File: src/rtl/rv_consts.svh
`ifndef RV_CONSTS_SVH
`define RV_CONSTS_SVH

`define RV_XLEN       64
`define RV_INST_W     32
`define RV_RESET_PC   64'h0000_0000_8000_0000

`define RV_OP_OP      7'b0110011
`define RV_OP_IMM     7'b0010011
`define RV_OP_LUI     7'b0110111
`define RV_OP_LOAD    7'b0000011
`define RV_OP_STORE   7'b0100011
`define RV_OP_BRANCH  7'b1100011
`define RV_OP_JAL     7'b1101111

`define RV_F3_ADD     3'b000
`define RV_F3_SLL     3'b001
`define RV_F3_SLT     3'b010
`define RV_F3_XOR     3'b100
`define RV_F3_SRL     3'b101
`define RV_F3_OR      3'b110
`define RV_F3_AND     3'b111
`define RV_F3_DW      3'b011
`define RV_F3_BEQ     3'b000
`define RV_F3_BNE     3'b001

`define RV_F7_BASE    7'b0000000
`define RV_F7_SUB     7'b0100000

`endif

File: src/rtl/rv_isa_pkg.sv
`default_nettype none

package rv_isa_pkg;

	// one 32-bit word, six ways to read its fields
	typedef union packed {
		struct packed {
			logic [6:0] funct7;
			logic [4:0] rs2;
			logic [4:0] rs1;
			logic [2:0] funct3;
			logic [4:0] rd;
			logic [6:0] opcode;
		} r;
		struct packed {
			logic [11:0] imm;
			logic [4:0]  rs1;
			logic [2:0]  funct3;
			logic [4:0]  rd;
			logic [6:0]  opcode;
		} i;
		struct packed {
			logic [6:0] imm_hi;
			logic [4:0] rs2;
			logic [4:0] rs1;
			logic [2:0] funct3;
			logic [4:0] imm_lo;
			logic [6:0] opcode;
		} s;
		struct packed {
			logic       imm12;
			logic [5:0] imm10_5;
			logic [4:0] rs2;
			logic [4:0] rs1;
			logic [2:0] funct3;
			logic [3:0] imm4_1;
			logic       imm11;
			logic [6:0] opcode;
		} b;
		struct packed {
			logic [19:0] imm;
			logic [4:0]  rd;
			logic [6:0]  opcode;
		} u;
		struct packed {
			logic       imm20;
			logic [9:0] imm10_1;
			logic       imm11;
			logic [7:0] imm19_12;
			logic [4:0] rd;
			logic [6:0] opcode;
		} j;
	} inst_u;

	typedef enum logic [3:0] {
		ALU_ADD,
		ALU_SUB,
		ALU_AND,
		ALU_OR,
		ALU_XOR,
		ALU_SLT,
		ALU_SLL,
		ALU_SRL,
		// lui result is the immediate itself
		ALU_PASS_B
	} alu_op_e;

endpackage

`default_nettype wire

File: src/rtl/rv_pipe_pkg.sv
`default_nettype none

`include "rv_consts.svh"

package rv_pipe_pkg;

	typedef struct packed {
		logic                    valid;
		logic [`RV_XLEN-1:0]     pc;
		logic [`RV_INST_W-1:0]   inst;
		logic [4:0]              rs1_addr;
		logic [4:0]              rs2_addr;
		logic [`RV_XLEN-1:0]     rs1_data;
		logic [`RV_XLEN-1:0]     rs2_data;
		logic [`RV_XLEN-1:0]     imm;
		rv_isa_pkg::alu_op_e     alu_op;
		logic                    imm_sel;
		logic                    is_load;
		logic                    is_store;
		logic                    is_branch;
		logic                    is_jal;
		logic                    is_bne;
		logic                    rd_wena;
		logic [4:0]              rd_addr;
	} id_ex_t;

	typedef struct packed {
		logic                    valid;
		logic [`RV_XLEN-1:0]     pc;
		logic [`RV_INST_W-1:0]   inst;
		logic [`RV_XLEN-1:0]     alu_result;
		logic [`RV_XLEN-1:0]     store_data;
		logic                    is_load;
		logic                    is_store;
		logic                    rd_wena;
		logic [4:0]              rd_addr;
	} ex_me_t;

	typedef struct packed {
		logic                    valid;
		logic [`RV_XLEN-1:0]     pc;
		logic [`RV_INST_W-1:0]   inst;
		logic [`RV_XLEN-1:0]     rd_data;
		logic                    rd_wena;
		logic [4:0]              rd_addr;
	} me_wb_t;

	typedef enum logic [1:0] {
		FWD_RF = 2'd0,
		FWD_ME = 2'd1,
		FWD_WB = 2'd2
	} fwd_src_e;

	typedef struct packed {
		logic                    valid;
		logic [`RV_XLEN-1:0]     pc;
		logic [`RV_INST_W-1:0]   inst;
		logic                    rd_wena;
		logic [4:0]              rd_addr;
		logic [`RV_XLEN-1:0]     rd_data;
	} retire_t;

	typedef struct packed {
		logic                    taken;
		logic [`RV_XLEN-1:0]     target;
	} redirect_t;

endpackage

`default_nettype wire

File: src/rtl/id_stage.sv
`timescale 1ns/1ps
`default_nettype none

`include "rv_consts.svh"

module id_stage (
	input  wire                    clk,
	input  wire                    rst_n_i,
	input  wire                    ifid_valid_i,
	input  wire [`RV_XLEN-1:0]     ifid_pc_i,
	input  wire [`RV_INST_W-1:0]   ifid_inst_i,
	input  wire [`RV_XLEN-1:0]     rs1_data_i,
	input  wire [`RV_XLEN-1:0]     rs2_data_i,
	input  wire                    hold_i,
	input  wire                    bubble_i,
	input  wire                    flush_i,
	output logic [4:0]             rs1_addr_o,
	output logic [4:0]             rs2_addr_o,
	output logic                   rs1_used_o,
	output logic                   rs2_used_o,
	output rv_pipe_pkg::id_ex_t    idex_o
);

	import rv_isa_pkg::*;
	import rv_pipe_pkg::*;

	inst_u   iw;
	id_ex_t  idex_d;
	alu_op_e f3_op;
	logic    f3_ok;
	logic    ok;
	logic    use_rs1;
	logic    use_rs2;

	assign iw         = ifid_inst_i;
	assign rs1_addr_o = iw.r.rs1;
	assign rs2_addr_o = iw.r.rs2;
	assign rs1_used_o = ifid_valid_i & use_rs1;
	assign rs2_used_o = ifid_valid_i & use_rs2;

	// funct3 to alu op, shared by op and op-imm
	always_comb begin
		f3_ok = 1'b1;
		case (iw.r.funct3)
			`RV_F3_ADD: f3_op = ALU_ADD;
			`RV_F3_SLL: f3_op = ALU_SLL;
			`RV_F3_SLT: f3_op = ALU_SLT;
			`RV_F3_XOR: f3_op = ALU_XOR;
			`RV_F3_SRL: f3_op = ALU_SRL;
			`RV_F3_OR:  f3_op = ALU_OR;
			`RV_F3_AND: f3_op = ALU_AND;
			default: begin
				f3_op = ALU_ADD;
				f3_ok = 1'b0;
			end
		endcase
	end

	always_comb begin
		idex_d          = '0;
		idex_d.valid    = ifid_valid_i;
		idex_d.pc       = ifid_pc_i;
		idex_d.inst     = ifid_inst_i;
		idex_d.rs1_addr = iw.r.rs1;
		idex_d.rs2_addr = iw.r.rs2;
		idex_d.rs1_data = rs1_data_i;
		idex_d.rs2_data = rs2_data_i;
		idex_d.alu_op   = ALU_ADD;
		ok      = 1'b0;
		use_rs1 = 1'b0;
		use_rs2 = 1'b0;
		case (iw.r.opcode)
			`RV_OP_OP: begin
				ok = f3_ok & ((iw.r.funct7 == `RV_F7_BASE) |
					((iw.r.funct7 == `RV_F7_SUB) & (iw.r.funct3 == `RV_F3_ADD)));
				idex_d.alu_op = (iw.r.funct7 == `RV_F7_SUB) ? ALU_SUB : f3_op;
				use_rs1 = ok;
				use_rs2 = ok;
			end
			`RV_OP_IMM: begin
				// srai and friends carry a nonzero funct6
				ok = f3_ok & (((iw.r.funct3 != `RV_F3_SLL) & (iw.r.funct3 != `RV_F3_SRL)) |
					(iw.i.imm[11:6] == 6'b0));
				idex_d.alu_op  = f3_op;
				idex_d.imm     = {{(`RV_XLEN-12){iw.i.imm[11]}}, iw.i.imm};
				idex_d.imm_sel = 1'b1;
				use_rs1 = ok;
			end
			`RV_OP_LUI: begin
				ok = 1'b1;
				idex_d.alu_op  = ALU_PASS_B;
				idex_d.imm     = {{(`RV_XLEN-32){iw.u.imm[19]}}, iw.u.imm, 12'b0};
				idex_d.imm_sel = 1'b1;
			end
			`RV_OP_LOAD: begin
				ok = (iw.i.funct3 == `RV_F3_DW);
				idex_d.is_load = ok;
				idex_d.imm     = {{(`RV_XLEN-12){iw.i.imm[11]}}, iw.i.imm};
				idex_d.imm_sel = 1'b1;
				use_rs1 = ok;
			end
			`RV_OP_STORE: begin
				idex_d.is_store = (iw.s.funct3 == `RV_F3_DW);
				idex_d.imm      = {{(`RV_XLEN-12){iw.s.imm_hi[6]}}, iw.s.imm_hi, iw.s.imm_lo};
				idex_d.imm_sel  = 1'b1;
				use_rs1 = idex_d.is_store;
				use_rs2 = idex_d.is_store;
			end
			`RV_OP_BRANCH: begin
				idex_d.is_branch = (iw.b.funct3 == `RV_F3_BEQ) | (iw.b.funct3 == `RV_F3_BNE);
				idex_d.is_bne    = (iw.b.funct3 == `RV_F3_BNE);
				idex_d.imm       = {{(`RV_XLEN-12){iw.b.imm12}}, iw.b.imm11,
					iw.b.imm10_5, iw.b.imm4_1, 1'b0};
				use_rs1 = idex_d.is_branch;
				use_rs2 = idex_d.is_branch;
			end
			`RV_OP_JAL: begin
				ok = 1'b1;
				idex_d.is_jal = 1'b1;
				idex_d.imm    = {{(`RV_XLEN-20){iw.j.imm20}}, iw.j.imm19_12, iw.j.imm11,
					iw.j.imm10_1, 1'b0};
			end
			default: ok = 1'b0;
		endcase
		// anything else passes through as a no-op
		idex_d.rd_wena = ok & (iw.r.rd != 5'd0);
		idex_d.rd_addr = iw.r.rd;
	end

	always_ff @(posedge clk or negedge rst_n_i) begin
		if (!rst_n_i) begin
			idex_o <= '0;
		end else if (!hold_i) begin
			if (bubble_i || flush_i) begin
				idex_o <= '0;
			end else begin
				idex_o <= idex_d;
			end
		end
	end

endmodule

`default_nettype wire

File: config.mk
export PLATFORM = sky130hd
export DESIGN_NAME = id_stage
export DESIGN_NICKNAME = d
export VERILOG_FILES = /design/src/rtl/rv_isa_pkg.sv /design/src/rtl/rv_pipe_pkg.sv /design/src/rtl/id_stage.sv
export VERILOG_INCLUDE_DIRS = /design/src /design/src/rtl
export SDC_FILE = /design/constraint.sdc
export NUM_CORES = 1
export LEC_CHECK = 0
export ABC_CLOCK_PERIOD_IN_PS = 1600
export BUFFER_PORTS_ARGS = -buffer_cell sky130_fd_sc_hd__buf_2
export CAP_MARGIN = 25
export CORE_AREA = 10 10 211 213
export CTS_CLUSTER_DIAMETER = 40
export DETAILED_ROUTE_END_ITERATION = 10
export DIE_AREA = 0 0 221 223
export GPL_TIMING_DRIVEN = 0
export PLACE_DENSITY = 0.57
export SYNTH_ARGS = -nofsm -noshare
export SYNTH_HDL_FRONTEND = slang
export SYNTH_SLANG_ARGS = --single-unit
File: constraint.sdc
create_clock -name clk -period 1.6 [get_ports clk]
set_clock_uncertainty 0.1 [all_clocks]
set_input_delay 0.08 -clock clk [delete_from_list [all_inputs] [get_ports clk]]
set_output_delay 0.08 -clock clk [all_outputs]
set_load 0.01 [all_outputs]
# Yosys cells after proc, flatten, opt, wreduce, memory -nomap -nowiden
# Index checks and enable logic that the tools add are counted.
[op_classes]
n_eq_ne = 17
mux = 15
n_bitwise = 10
n_reduce_logical = 10
[ops]
columns = ["op", "count"]
rows = [
  ["one-hot mux 64 bit (5 select lines)", 1],
  ["2-to-1 mux 315 bit", 1],
  ["equality test 7 x 6 -> 1 bit, second input constant", 4],
  ["one-hot mux 3 bit (6 select lines)", 1],
  ["equality test 7 bit, second input constant", 2],
  ["equality test 3 bit, second input constant", 4],
  ["one-hot mux 4 bit (3 select lines)", 1],
  ["one-hot mux 1 bit (4 select lines)", 2],
  ["AND 1 bit", 7],
  ["equality test 7 x 2 -> 1 bit, second input constant", 1],
  ["equality test 7 x 5 -> 1 bit, second input constant", 1],
  ["zero test 7 bit", 1],
  ["2-to-1 mux 1 bit", 7],
  ["OR reduction 7 bit", 1],
  ["equality test 3 x 2 -> 1 bit, second input constant", 2],
  ["zero test 6 bit", 1],
  ["OR reduction 2 bit", 3],
  ["nonzero test 5 bit", 1],
  ["2-to-1 mux 4 bit", 1],
  ["OR reduction 4 bit", 1],
  ["equality test 3 x 1 -> 1 bit, second input constant", 1],
  ["zero test 3 bit", 1],
  ["!= test 3 x 1 -> 1 bit, second input constant", 1],
  ["!= test 3 bit, second input constant", 1],
  ["3 further kinds", 5],
]
[totals]
reg_bits = 315
in_bits = 230
output_inout_bits = 327
wordCells = 69

# Depth between registers and ports, before layout
# Gate-level depths: netlist of run 1.
[depth]
depth_word = 7
depth_mapped = 7

# Worst setup path after synthesis of run 1
# No wires, ideal clock.
[synth_path]
path_type = "input port to flip-flop"
from = "in ifid_inst_i[6]"
to = "reg idex_o[5] (netlist name)"
setup_ps = 86
arrival_ps = 1370
required_time_ps = 1414
path_slack_ps = 45
path_stages = 5
cell_sequence = "buf_2 > or3b_4 > a211oi_4 > and3b_1 > a32oi_1"
[synth_between]
elab_chain_len = 5
word_cells_on_any_way = 9
classes_between = "5 x eq/ne; 2 x mux; 1 x bitwise; 1 x reduce/logical"
[synth_lines]
columns = ["item", "line", "text"]
rows = [
  ["from (decl)", "id_stage.sv:11", "input wire [`RV_INST_W-1:0] ifid_inst_i,"],
  ["equality test 7 bit or equality test 7 x 6 -> 1 bit (tied branches)", "id_stage.sv:72", "case (iw.r.opcode)"],
  ["OR reduction 2 bit (no line)", "n/a", ""],
  ["one-hot mux 1 bit (4 select lines) (*)", "id_stage.sv:72", ""],
  ["AND 1 bit (*)", "id_stage.sv:126", "idex_d.rd_wena = ok & (iw.r.rd != 5'd0);"],
  ["2-to-1 mux 315 bit (*)", "id_stage.sv:134", "if (bubble_i || flush_i) begin"],
  ["to (signal assigned)", "id_stage.sv:137", "idex_o <= idex_d;"],
  ["to (decl)", "id_stage.sv:21", "output rv_pipe_pkg::id_ex_t idex_o"],
]
# Mark *: on every way between the ends. The rest lies on a longest branch, timed or not.
# A chain may end at the register's enable or synchronous reset.

==> impl_metrics.env, run 1 <==
export IMPL_grt_use_met2_pct=32.03
export IMPL_holdPathStages=4
export IMPL_yosys_area_top_type="dfrtp_1"
export IMPL_cpLargestDelayFamily="flip-flops"
export IMPL_fin_cells=2222
export IMPL_async_flop_share_pct=100.0
export IMPL_fill_cells=3662
export IMPL_largest_reg_flops=268
export IMPL_grt_busiest_layer="met2"
export IMPL_grt_overflow=0
export IMPL_die_area_sq_mm=0.04928
export IMPL_largest_registers="idex_o: 268 flops"
export IMPL_drv_slew=0
export IMPL_min_period_ns=1.664
export IMPL_endpoint_kind="primary output"
export IMPL_portBuffers=554
export IMPL_post_route_period_util_pct=104.0
export IMPL_grtUsageMet3_pct=6.851
export IMPL_worst_path_buf_inv=3
export IMPL_syn_area_sq_mm=0.01053
export IMPL_power_leakage_nw=9.726
export IMPL_ys_flop_type="dfrtp_1"
export IMPL_wl_mm=48.37
export IMPL_dieHeight_microns=223
export IMPL_worst_r2r_setup_slack_ns=0.56
export IMPL_dp_cells=1898
export IMPL_cts_path_max_buffers=3
export IMPL_htree_levels=2
export IMPL_initial_core_util_pct=26.07
export IMPL_crit_chain="buf_12, buf_4, buf_2"
export IMPL_grt_pass1_vias=11640
export IMPL_synth_edf_count=0
export IMPL_route_detailed_drc=0
export IMPL_ys_seq_elements=268
export IMPL_cp_slowest_cell="dfrtp_4"
export IMPL_viasPerCell=4.743
export IMPL_worstSkewPairLatency_ns=0.54
export IMPL_antenna_found_initial=3
export IMPL_cts_sinks=268
export IMPL_tightestPinTransition_ns=0.9012
export IMPL_synth_most_common_cell="dfrtp_1"
export IMPL_violations="hold timing, setup timing"
export IMPL_path_class="register to primary output"
export IMPL_finalWorstSetupSlack_ns=-0.06373
export IMPL_num_rows=74
export IMPL_synth_simple_gate_area_share_pct=4.910
export IMPL_relSlewSlack_pct=39.80
export IMPL_dr_pass1_iters=5
export IMPL_cts_root_buffer="clkbuf_16"
export IMPL_drive_gt1_share_pct=43.69
export IMPL_synth_area_per_cell_sq_um=12.99
export IMPL_ff2ff_path_depth=3
export IMPL_area_delta_synth_final_pct=73.82
export IMPL_core_sq_mm=0.04037
export IMPL_r2r_start="idex_o[39]"
export IMPL_power_mw=19.51
export IMPL_synth_adder_area_share_pct=0
export IMPL_via_count=10540
export IMPL_top_register="idex_o"
export IMPL_syn_instance_count=810
export IMPL_cts_tree="built"
export IMPL_status="finished with violations"
export IMPL_nNetsFinal=1886
export IMPL_worstPathMaxFanout=17
export IMPL_io_pin_count=557
export IMPL_synthDominantCellAreaShare_pct=63.72
export IMPL_cts_buffers=41
export IMPL_cp_required_ns=1.42
export IMPL_groute_usage_overall_pct=18.98
export IMPL_yosys_warnings=0
export IMPL_synth_compound_area_share_pct=24.24
export IMPL_hpwl_mm=33.94
export IMPL_hold_buffers=243
export IMPL_path_clk_slew_ns=0.05
export IMPL_synth_commonest_cells="dfrtp_1 (268), a22o_1 (226), buf_4 (58)"
export IMPL_setup_viol=33
export IMPL_worstPathArrival_ns=1.48
export IMPL_yosysSeqAreaShare_pct=63.72
export IMPL_grt_pass1_wl_mm=73.61
export IMPL_hold_viol_final=53
export IMPL_ir_drop_mv=0.8432
export IMPL_max_freq_ghz=0.6011
export IMPL_hold_start="bubble_i"
export IMPL_place_gp_congestion=0.8551
export IMPL_synthMuxAreaShare_pct=0
export IMPL_final_antenna_net_count=0
export IMPL_min_path_type="primary input to register"
export IMPL_syn_num_nets=1040
export IMPL_drv_cap=0
export IMPL_synth_cell_types=47
export IMPL_r2r_end="idex_o[39]"
export IMPL_wire_per_inst_microns=21.77
export IMPL_synth_top_family_by_area="compound AO/OA/AOI/OAI gates"
export IMPL_hold_ws_ns=-0.1206
export IMPL_grt_max_degree=115
export IMPL_crit_path_max_incr_delay_ns=0.52
export IMPL_power_density_mw_per_mm2=1066
export IMPL_critPathLaunchType="register"
export IMPL_synthXorXnorAreaFrac_pct=0.1664
export IMPL_drtIter0Drc=652
export IMPL_hold_end="idex_o[27]"
export IMPL_synth_area_leaders="dfrtp_1 (64%), a22o_1 (19%), buf_4 (4.1%)"
export IMPL_grt_use_met1_pct=21.13
export IMPL_rsz0062_at_grt="yes"
export IMPL_cp_startpoint="idex_o[78]"
export IMPL_die_w_microns=221
[how the worst max path moves through the flow]
stage / end / slack, ns / cells after the start
floorplan: idex_o[5] / 0.04 / 5
global placement: idex_o[190] / -4.64 / 1
detailed placement: idex_o[11] / -1.10 / 7
CTS: idex_o[56] / -0.09 / 3
global route: idex_o[56] / -0.12 / 3
finish: idex_o[56] / -0.06 / 3
[power by group]
part	leakage (nW)	switching, mW	internal (mW)	total (mW)
clock	0.728	3.27	6.51	9.78
combinational	5.36	1.22	1.21	2.42
sequential	3.63	0.198	7.10	7.30
total	9.73	4.68	14.8	19.5
[cells in the final DEF (no fill, tap or decap), types with 3 or more instances in the layout]
cell type,count
nor2_1,4
inv_6,3
a22oi_1,19
bufinv_16,8
dfrtp_1,267
nand2_1,51
nand3_1,7
buf_2,560
clkbuf_16,43
and3_1,6
and3b_1,3
and2_1,5
buf_6,16
dlygate4sd3_1,240
buf_12,5
nand4_1,3
diode_2,3
o21ai_0,18
clkbuf_8,7
inv_1,5
a221o_1,4
clkbuf_2,3
o21ai_1,10
dlymetal6s4s_1,3
a22o_1,226
clkbuf_1,41
nor3_1,3
clkinvlp_4,5
clkbuf_4,3
clkinv_2,4
buf_4,57
a21boi_0,12
[area by class of cell]
type	count	area, sq um	area share [%]
multi-input cells	412	3169	17.32
flip-flops and latches	268	6710	36.68
plain buffers	124	765.7	4.185
well taps	532	665.6	3.638
repair buffers	804	5446	29.77
diodes	3	7.507	0.04103
inverters	5	18.77	0.1026
clock inverters	20	324.1	1.771
clock buffers	54	1187	6.490
[tightest hold or removal path: cells and delay by family]
family	cells	cell delay, ns
AOI/OAI and AO/OA	2	0.23
buffers and inverters	1	0.10
and+or+nand+nor	1	0.06
[routing by layer]
layer / wire length [microns] / part of all wire, %
met5: 0 / 0
met4: 2030 / 4.2
met3: 4178 / 8.6
met2: 23810 / 49
met1: 18350 / 38
[per-stage QoR]
| step | area [sq um] | hold slack [ns] | worst slack, ns | TNS (ns) | util [%] |
|---|---|---|---|---|---|
| 2_1_floorplan | 10530 | -0.3156 | 0.04466 | 0 | - |
| 3_3_place_gp | 13960 | 0.1957 | -4.643 | -1449.55 | 34.59 |
| 3_5_place_dp | 14030 | -0.07153 | -1.098 | -214.04 | 34.75 |
| 4_1_cts | 18220 | -0.08382 | -0.09022 | -2.517 | 45.13 |
| 5_1_grt | 18300 | -0.1223 | -0.1172 | -3.081 | 45.32 |
| 6_report | 18300 | -0.1206 | -0.06373 | -1.452 | 45.32 |
[logic make-up after synthesis]
| logic type | count (synthesis) |
|---|---|
| buffers and inverters | 130 |
| XOR/XNOR | 2 |
| AND/OR/NAND/NOR | 103 |
| AO/OA/AOI/OAI | 307 |
| flip-flops | 268 |
[what timing repair did]
action	CTS	global route
gates resized for setup	47	24
endpoints found under the hold margin	533	53
buffers inserted	5	0
pin swaps	3	0
setup endpoints to repair	229	164
gates cloned	0	0
No activity file was read; power rests on OpenSTA's default activity.
==> inputs of run 2 (changes only) <==
Settings changed: CELL_PAD_IN_SITES_DETAIL_PLACEMENT set to 0, CELL_PAD_IN_SITES_GLOBAL_PLACEMENT set to 1, CORE_AREA 10 10 211 213 to 10 10 210 212, DIE_AREA 0 0 221 223 to 0 0 220 222, PLACE_DENSITY 0.57 to 0.71.
==> run 2 against run 1 <==
Net effect: global-route usage rose by 0.52 points; first-iteration DRC count is 3.1% higher; die area down 0.90%; non-clock buffer count grew 5; final area rose by 0.88%; maximum frequency shrank 2.6%; worst hold slack improved by 0.11 ns; the run still ends with hold timing, setup timing left.
==> impl_metrics.env, run 2 (synthesis gave the netlist of run 1 again) <==
export IMPL_grt_pass1_vias=11650
export IMPL_status="finished with violations"
export IMPL_hold_ws_ns=-0.01005
export IMPL_wl_mm=49.77
export IMPL_cts_path_max_buffers=3
export IMPL_antenna_found_initial=7
export IMPL_nNetsFinal=1892
export IMPL_cts_buffers=42
export IMPL_dieHeight_microns=222
export IMPL_pre_cts_ws_ns=-1.081
export IMPL_grt_pass1_wl_mm=73.45
export IMPL_dr_pass1_iters=5
export IMPL_cp_startpoint="idex_o[78]"
export IMPL_critPathLaunchType="register"
export IMPL_cts_sinks=268
export IMPL_placed_area_sq_mm=0.01402
export IMPL_power_mw=19.55
export IMPL_initial_core_util_pct=26.55
export IMPL_rsz0062_at_grt="yes"
export IMPL_ir_drop_mv=0.6250
export IMPL_setup_viol=34
export IMPL_cp_required_ns=1.42
export IMPL_viasPerCell=4.777
export IMPL_core_sq_mm=0.03964
export IMPL_wire_per_inst_microns=22.37
export IMPL_num_rows=73
export IMPL_drtIter0Drc=672
export IMPL_dp_cells=1891
export IMPL_r2r_start="idex_o[78]"
export IMPL_cp_slowest_cell="dfrtp_4"
export IMPL_violations="hold timing, setup timing"
export IMPL_io_pin_count=557
export IMPL_grt_overflow=0
export IMPL_area_delta_synth_final_pct=75.36
export IMPL_relSlewSlack_pct=41.90
export IMPL_finalWorstSetupSlack_ns=-0.1078
export IMPL_groute_usage_overall_pct=19.50
export IMPL_final_antenna_net_count=0
export IMPL_post_route_period_util_pct=106.7
export IMPL_place_gp_congestion=0.8307
export IMPL_hpwl_mm=34.85
export IMPL_cts_root_buffer="clkbuf_16"
export IMPL_worstPathArrival_ns=1.53
export IMPL_holdPathStages=4
export IMPL_top_register="idex_o"
export IMPL_die_w_microns=220
export IMPL_portBuffers=554
export IMPL_worstSkewPairLatency_ns=0.55
export IMPL_path_clk_slew_ns=0.05
export IMPL_crit_path_max_incr_delay_ns=0.54
export IMPL_max_freq_ghz=0.5856
export IMPL_worstPathMaxFanout=16
export IMPL_drv_cap=0
export IMPL_largest_reg_flops=268
export IMPL_drv_slew=0
export IMPL_endpoint_kind="primary output"
export IMPL_min_period_ns=1.708
export IMPL_finalInstanceArea_sq_mm=0.01846
export IMPL_drive_gt1_share_pct=43.57
export IMPL_tightestPinTransition_ns=0.8697
export IMPL_die_area_sq_mm=0.04884
export IMPL_largest_registers="idex_o: 268 flops"
export IMPL_route_detailed_drc=0
export IMPL_via_count=10630
export IMPL_hold_viol_final=1
export IMPL_final_common_cell="buf_2"
export IMPL_cts_tree="built"
export IMPL_path_class="register to primary output"
export IMPL_layout_common_cells="buf_2 (548), dfrtp_1 (267), dlygate4sd3_1 (243)"
export IMPL_grt_max_degree=121
export IMPL_hold_start="ifid_inst_i[1]"
export IMPL_power_density_mw_per_mm2=1059
export IMPL_power_leakage_nw=9.780
export IMPL_crit_chain="buf_12, buf_4, buf_2"
export IMPL_fin_cells=2225
export IMPL_ff2ff_path_depth=4
export IMPL_min_path_type="primary input to register"
export IMPL_htree_levels=2
==> run 2: metrics by stage <==
stage,utilization [%],setup TNS (ns)
after global placement,35.20,-1443.13
after CTS,45.81,-2.808
final,46.56,-2.679
after floorplan,-,0
after global routing,46.56,-4.075
after detailed placement,35.37,-199.32
==> run 2: critical path: cells and delay by family (launching register included) <==
| kind | cells | cell delay [ns] |
|---|---|---|
| DFF | 1 | 0.54 |
| buffers and inverters | 3 | 0.43 |
==> run 2: layout make-up <==
class / count / area, sq um
tap: 525 / 656.9
inverter: 5 / 18.77
sequential: 268 / 6710
antenna: 4 / 10.01
multi-input combinational: 412 / 3163
clock buffer: 55 / 1171
timing repair buffer: 810 / 5589
clock inverter: 23 / 344.1
fill: 3595 / 21180
buffer: 123 / 793.3
==> run 2: worst paths after layout <==
check,end,slack (ns)
max,idex_o[50],-0.11
min,idex_o[12],-0.01
max reg2reg,idex_o[78],0.40
min reg2reg,idex_o[230],0.37
max in group asynchronous,idex_o[187],0.39
min in group asynchronous,idex_o[258],0.08
==> run 2: metal layers <==
metal  part of all wire (%)  track usage (%)  vias up
li1                       -                -     4707
met1                     39            22.55     5308
met2                     49            32.54      509
met3                    8.8            6.044      102
met4                    3.4            8.322        2
met5                  0.014                0        -
==> run 2: repair_timing <==
action	CTS	global route
endpoints found under the setup margin	219	309
gates cloned	0	2
hold buffers	245	0
setup buffers	5	2
gates resized for setup	37	54
endpoints found under the hold margin	533	0
pin swaps	1	4
==> run 2: report_power, final <==
group          total [mW]  leakage, nW  switching, mW  internal (mW)
sequential           7.30         3.63          0.199           7.10
clock                9.82        0.755           3.34           6.47
combinational        2.43         5.39           1.21           1.22
total                19.5         9.78           4.76           14.8
==> inputs of run 3 (changes only) <==
Settings changed: ABC_CLOCK_PERIOD_IN_PS 1600 to 1800.
Clock period 1.6 ns to 1.8 ns, I/O delays scaled along.
==> run 3 against run 2 <==
Net effect: the flow finishes with violations (setup timing); clock-buffer cell count unchanged; worst hold slack improved by 0.013 ns; global-route usage decreased by 0.23 points; setup slack improved by 0.11 ns; sequential share of layout area increased by 0.81 points; first-iteration DRC count increased by 4.9%; largest power group unchanged; highest routed layer unchanged.
==> impl_metrics.env, run 3 (synthesis gave the netlist of run 1 again) <==
export IMPL_cpLargestDelayFamily="buffers and inverters"
export IMPL_largest_registers="idex_o: 268 flops"
export IMPL_portBuffers=554
export IMPL_grtUsageMet3_pct=5.839
export IMPL_hold_viol_final=0
export IMPL_min_path_type="primary input to register"
export IMPL_hold_start="ifid_inst_i[26]"
export IMPL_r2r_end="idex_o[37]"
export IMPL_power_mw=17.34
export IMPL_rsz0062_at_grt="yes"
export IMPL_worst_r2r_setup_slack_ns=0.76
export IMPL_tightestPinTransition_ns=0.8957
export IMPL_endpoint_kind="register"
export IMPL_fin_cells=2216
export IMPL_cts_path_max_buffers=3
export IMPL_cp_slowest_cell="dlygate4sd3_1"
export IMPL_worstPathArrival_ns=2.16
export IMPL_holdPathStages=5
export IMPL_dieHeight_microns=222
export IMPL_drv_slew=0
export IMPL_cp_required_ns=2.16
export IMPL_viasPerCell=4.713
export IMPL_dr_pass1_iters=4
export IMPL_hold_ws_ns=0.002613
export IMPL_status="finished with violations"
export IMPL_num_rows=73
export IMPL_die_w_microns=220
export IMPL_via_count=10440
export IMPL_power_leakage_nw=9.659
export IMPL_antenna_found_initial=4
export IMPL_worst_path_buf_inv=3
export IMPL_place_gp_congestion=0.8307
export IMPL_post_route_period_util_pct=100.0
export IMPL_grt_busiest_layer="met2"
export IMPL_nNetsFinal=1883
export IMPL_die_area_sq_mm=0.04884
export IMPL_critPathLaunchType="primary input"
export IMPL_wire_per_inst_microns=22.00
export IMPL_power_density_mw_per_mm2=960.3
export IMPL_crit_chain="buf_2, nor4_2, nand2_1, dlygate4sd3_1, a31o_2, dlygate4sd3_1, a32oi_1"
export IMPL_htree_levels=2
export IMPL_worstPathMaxFanout=5
export IMPL_largest_reg_flops=268
export IMPL_setup_viol=1
export IMPL_cts_root_buffer="clkbuf_16"
export IMPL_grt_overflow=0
export IMPL_cp_common_cell="dlygate4sd3_1"
export IMPL_crit_path_max_incr_delay_ns=0.57
export IMPL_area_delta_synth_final_pct=71.55
export IMPL_grt_use_met2_pct=32.27
export IMPL_grt_use_met1_pct=22.24
export IMPL_path_class="primary input to register"
export IMPL_core_sq_mm=0.03964
export IMPL_ff2ff_path_depth=3
export IMPL_cts_tree="built"
export IMPL_dp_cells=1891
export IMPL_grt_pass1_vias=11570
export IMPL_final_util_pct=45.55
export IMPL_final_antenna_net_count=0
export IMPL_drive_gt1_share_pct=42.92
export IMPL_relSlewSlack_pct=40.17
export IMPL_grt_pass1_wl_mm=72.75
export IMPL_finalWorstSetupSlack_ns=-0.0007239
export IMPL_final_common_cell="buf_2"
export IMPL_max_freq_ghz=0.5553
export IMPL_wl_mm=48.76
export IMPL_cts_buffers=42
export IMPL_drv_cap=0
export IMPL_path_clk_slew_ns=0.05
export IMPL_worstSkewPairLatency_ns=0.55
export IMPL_layout_common_cells="buf_2 (570), dfrtp_1 (267), dlygate4sd3_1 (242)"
export IMPL_hold_end="idex_o[12]"
export IMPL_cp_depth=7
export IMPL_ir_drop_mv=0.5052
export IMPL_groute_usage_overall_pct=19.27
export IMPL_min_period_ns=1.801
export IMPL_route_detailed_drc=0
export IMPL_hpwl_mm=34.85
export IMPL_r2r_start="idex_o[37]"
export IMPL_pre_cts_ws_ns=-0.8909
export IMPL_violations="setup timing"
export IMPL_cts_sinks=268
export IMPL_grt_max_degree=121
export IMPL_initial_core_util_pct=26.55
export IMPL_drtIter0Drc=705
export IMPL_top_register="idex_o"
export IMPL_io_pin_count=557
run 3: cell types whose count changed in the layout (fill, tap and decap cells not counted), moves of 2 or more:
cell	previous run	this run
buf_2	548	570
buf_6	36	3
clkbuf_4	4	0
clkbuf_16	45	43
buf_12	5	0
buf_4	49	60
clkbuf_1	44	48
dlymetal6s4s_1	2	0
nor3_2	0	2
run 3: where the power goes:
| part | total (mW) | internal, mW | switching (mW) |
|---|---|---|---|
| sequential | 6.49 | 6.32 | 0.177 |
| clock | 8.73 | 5.75 | 2.97 |
| combinational | 2.12 | 1.06 | 1.06 |
run 3: stage by stage:
step | TNS [ns] | instance area [sq um]
after floorplan | 0 | 10530
after global placement | -1340.93 | 13950
after detailed placement | -148.04 | 14020
after CTS | 0 | 17970
after global routing | -0.1281 | 18050
final | -0.0007239 | 18060
run 3: worst max path at each step:
| stage | startpoint | endpoint | slack (ns) |
|---|---|---|---|
| floorplan | ifid_inst_i[6] | idex_o[5] | 0.23 |
| global placement | rst_n_i | idex_o[168] | -4.46 |
| detailed placement | hold_i | idex_o[11] | -0.89 |
| CTS | hold_i | idex_o[42] | 0.03 |
| global route | ifid_inst_i[30] | idex_o[5] | -0.11 |
| finish | ifid_inst_i[30] | idex_o[5] | -0.0007 |
run 3: area by class of cell:
type | count | area (sq um)
antenna | 4 | 10.01
sequential | 268 | 6710
tap | 525 | 656.9
fill | 3627 | 21580
timing repair buffer | 799 | 5299
multi-input combinational | 412 | 3127
buffer | 125 | 719.4
clock inverter | 23 | 344.1
clock buffer | 55 | 1171
inverter | 5 | 18.77
run 3: per-layer routing:
| metal | wire length (microns) | vias to the layer above |
|---|---|---|
| li1 | - | 4692 |
| met1 | 18960 | 5180 |
| met5 | 7 | - |
| met4 | 1712 | 2 |
| met3 | 4304 | 99 |
| met2 | 23770 | 470 |
run 3: worst reg2reg max path: stages, from the launching register on:
cell and delay (ns):
dfrtp_1 0.39, nand2_1 0.10, a21boi_0 0.22, a22oi_1 0.09
run 3: timing repair:
item | 4_1_cts | 5_1_grt
pin swaps | 0 | 3
gates resized for setup | 6 | 20
hold endpoints to repair | 530 | 0
endpoints found under the setup margin | 210 | 13
setup buffers | 0 | 1
hold buffers | 242 | 0
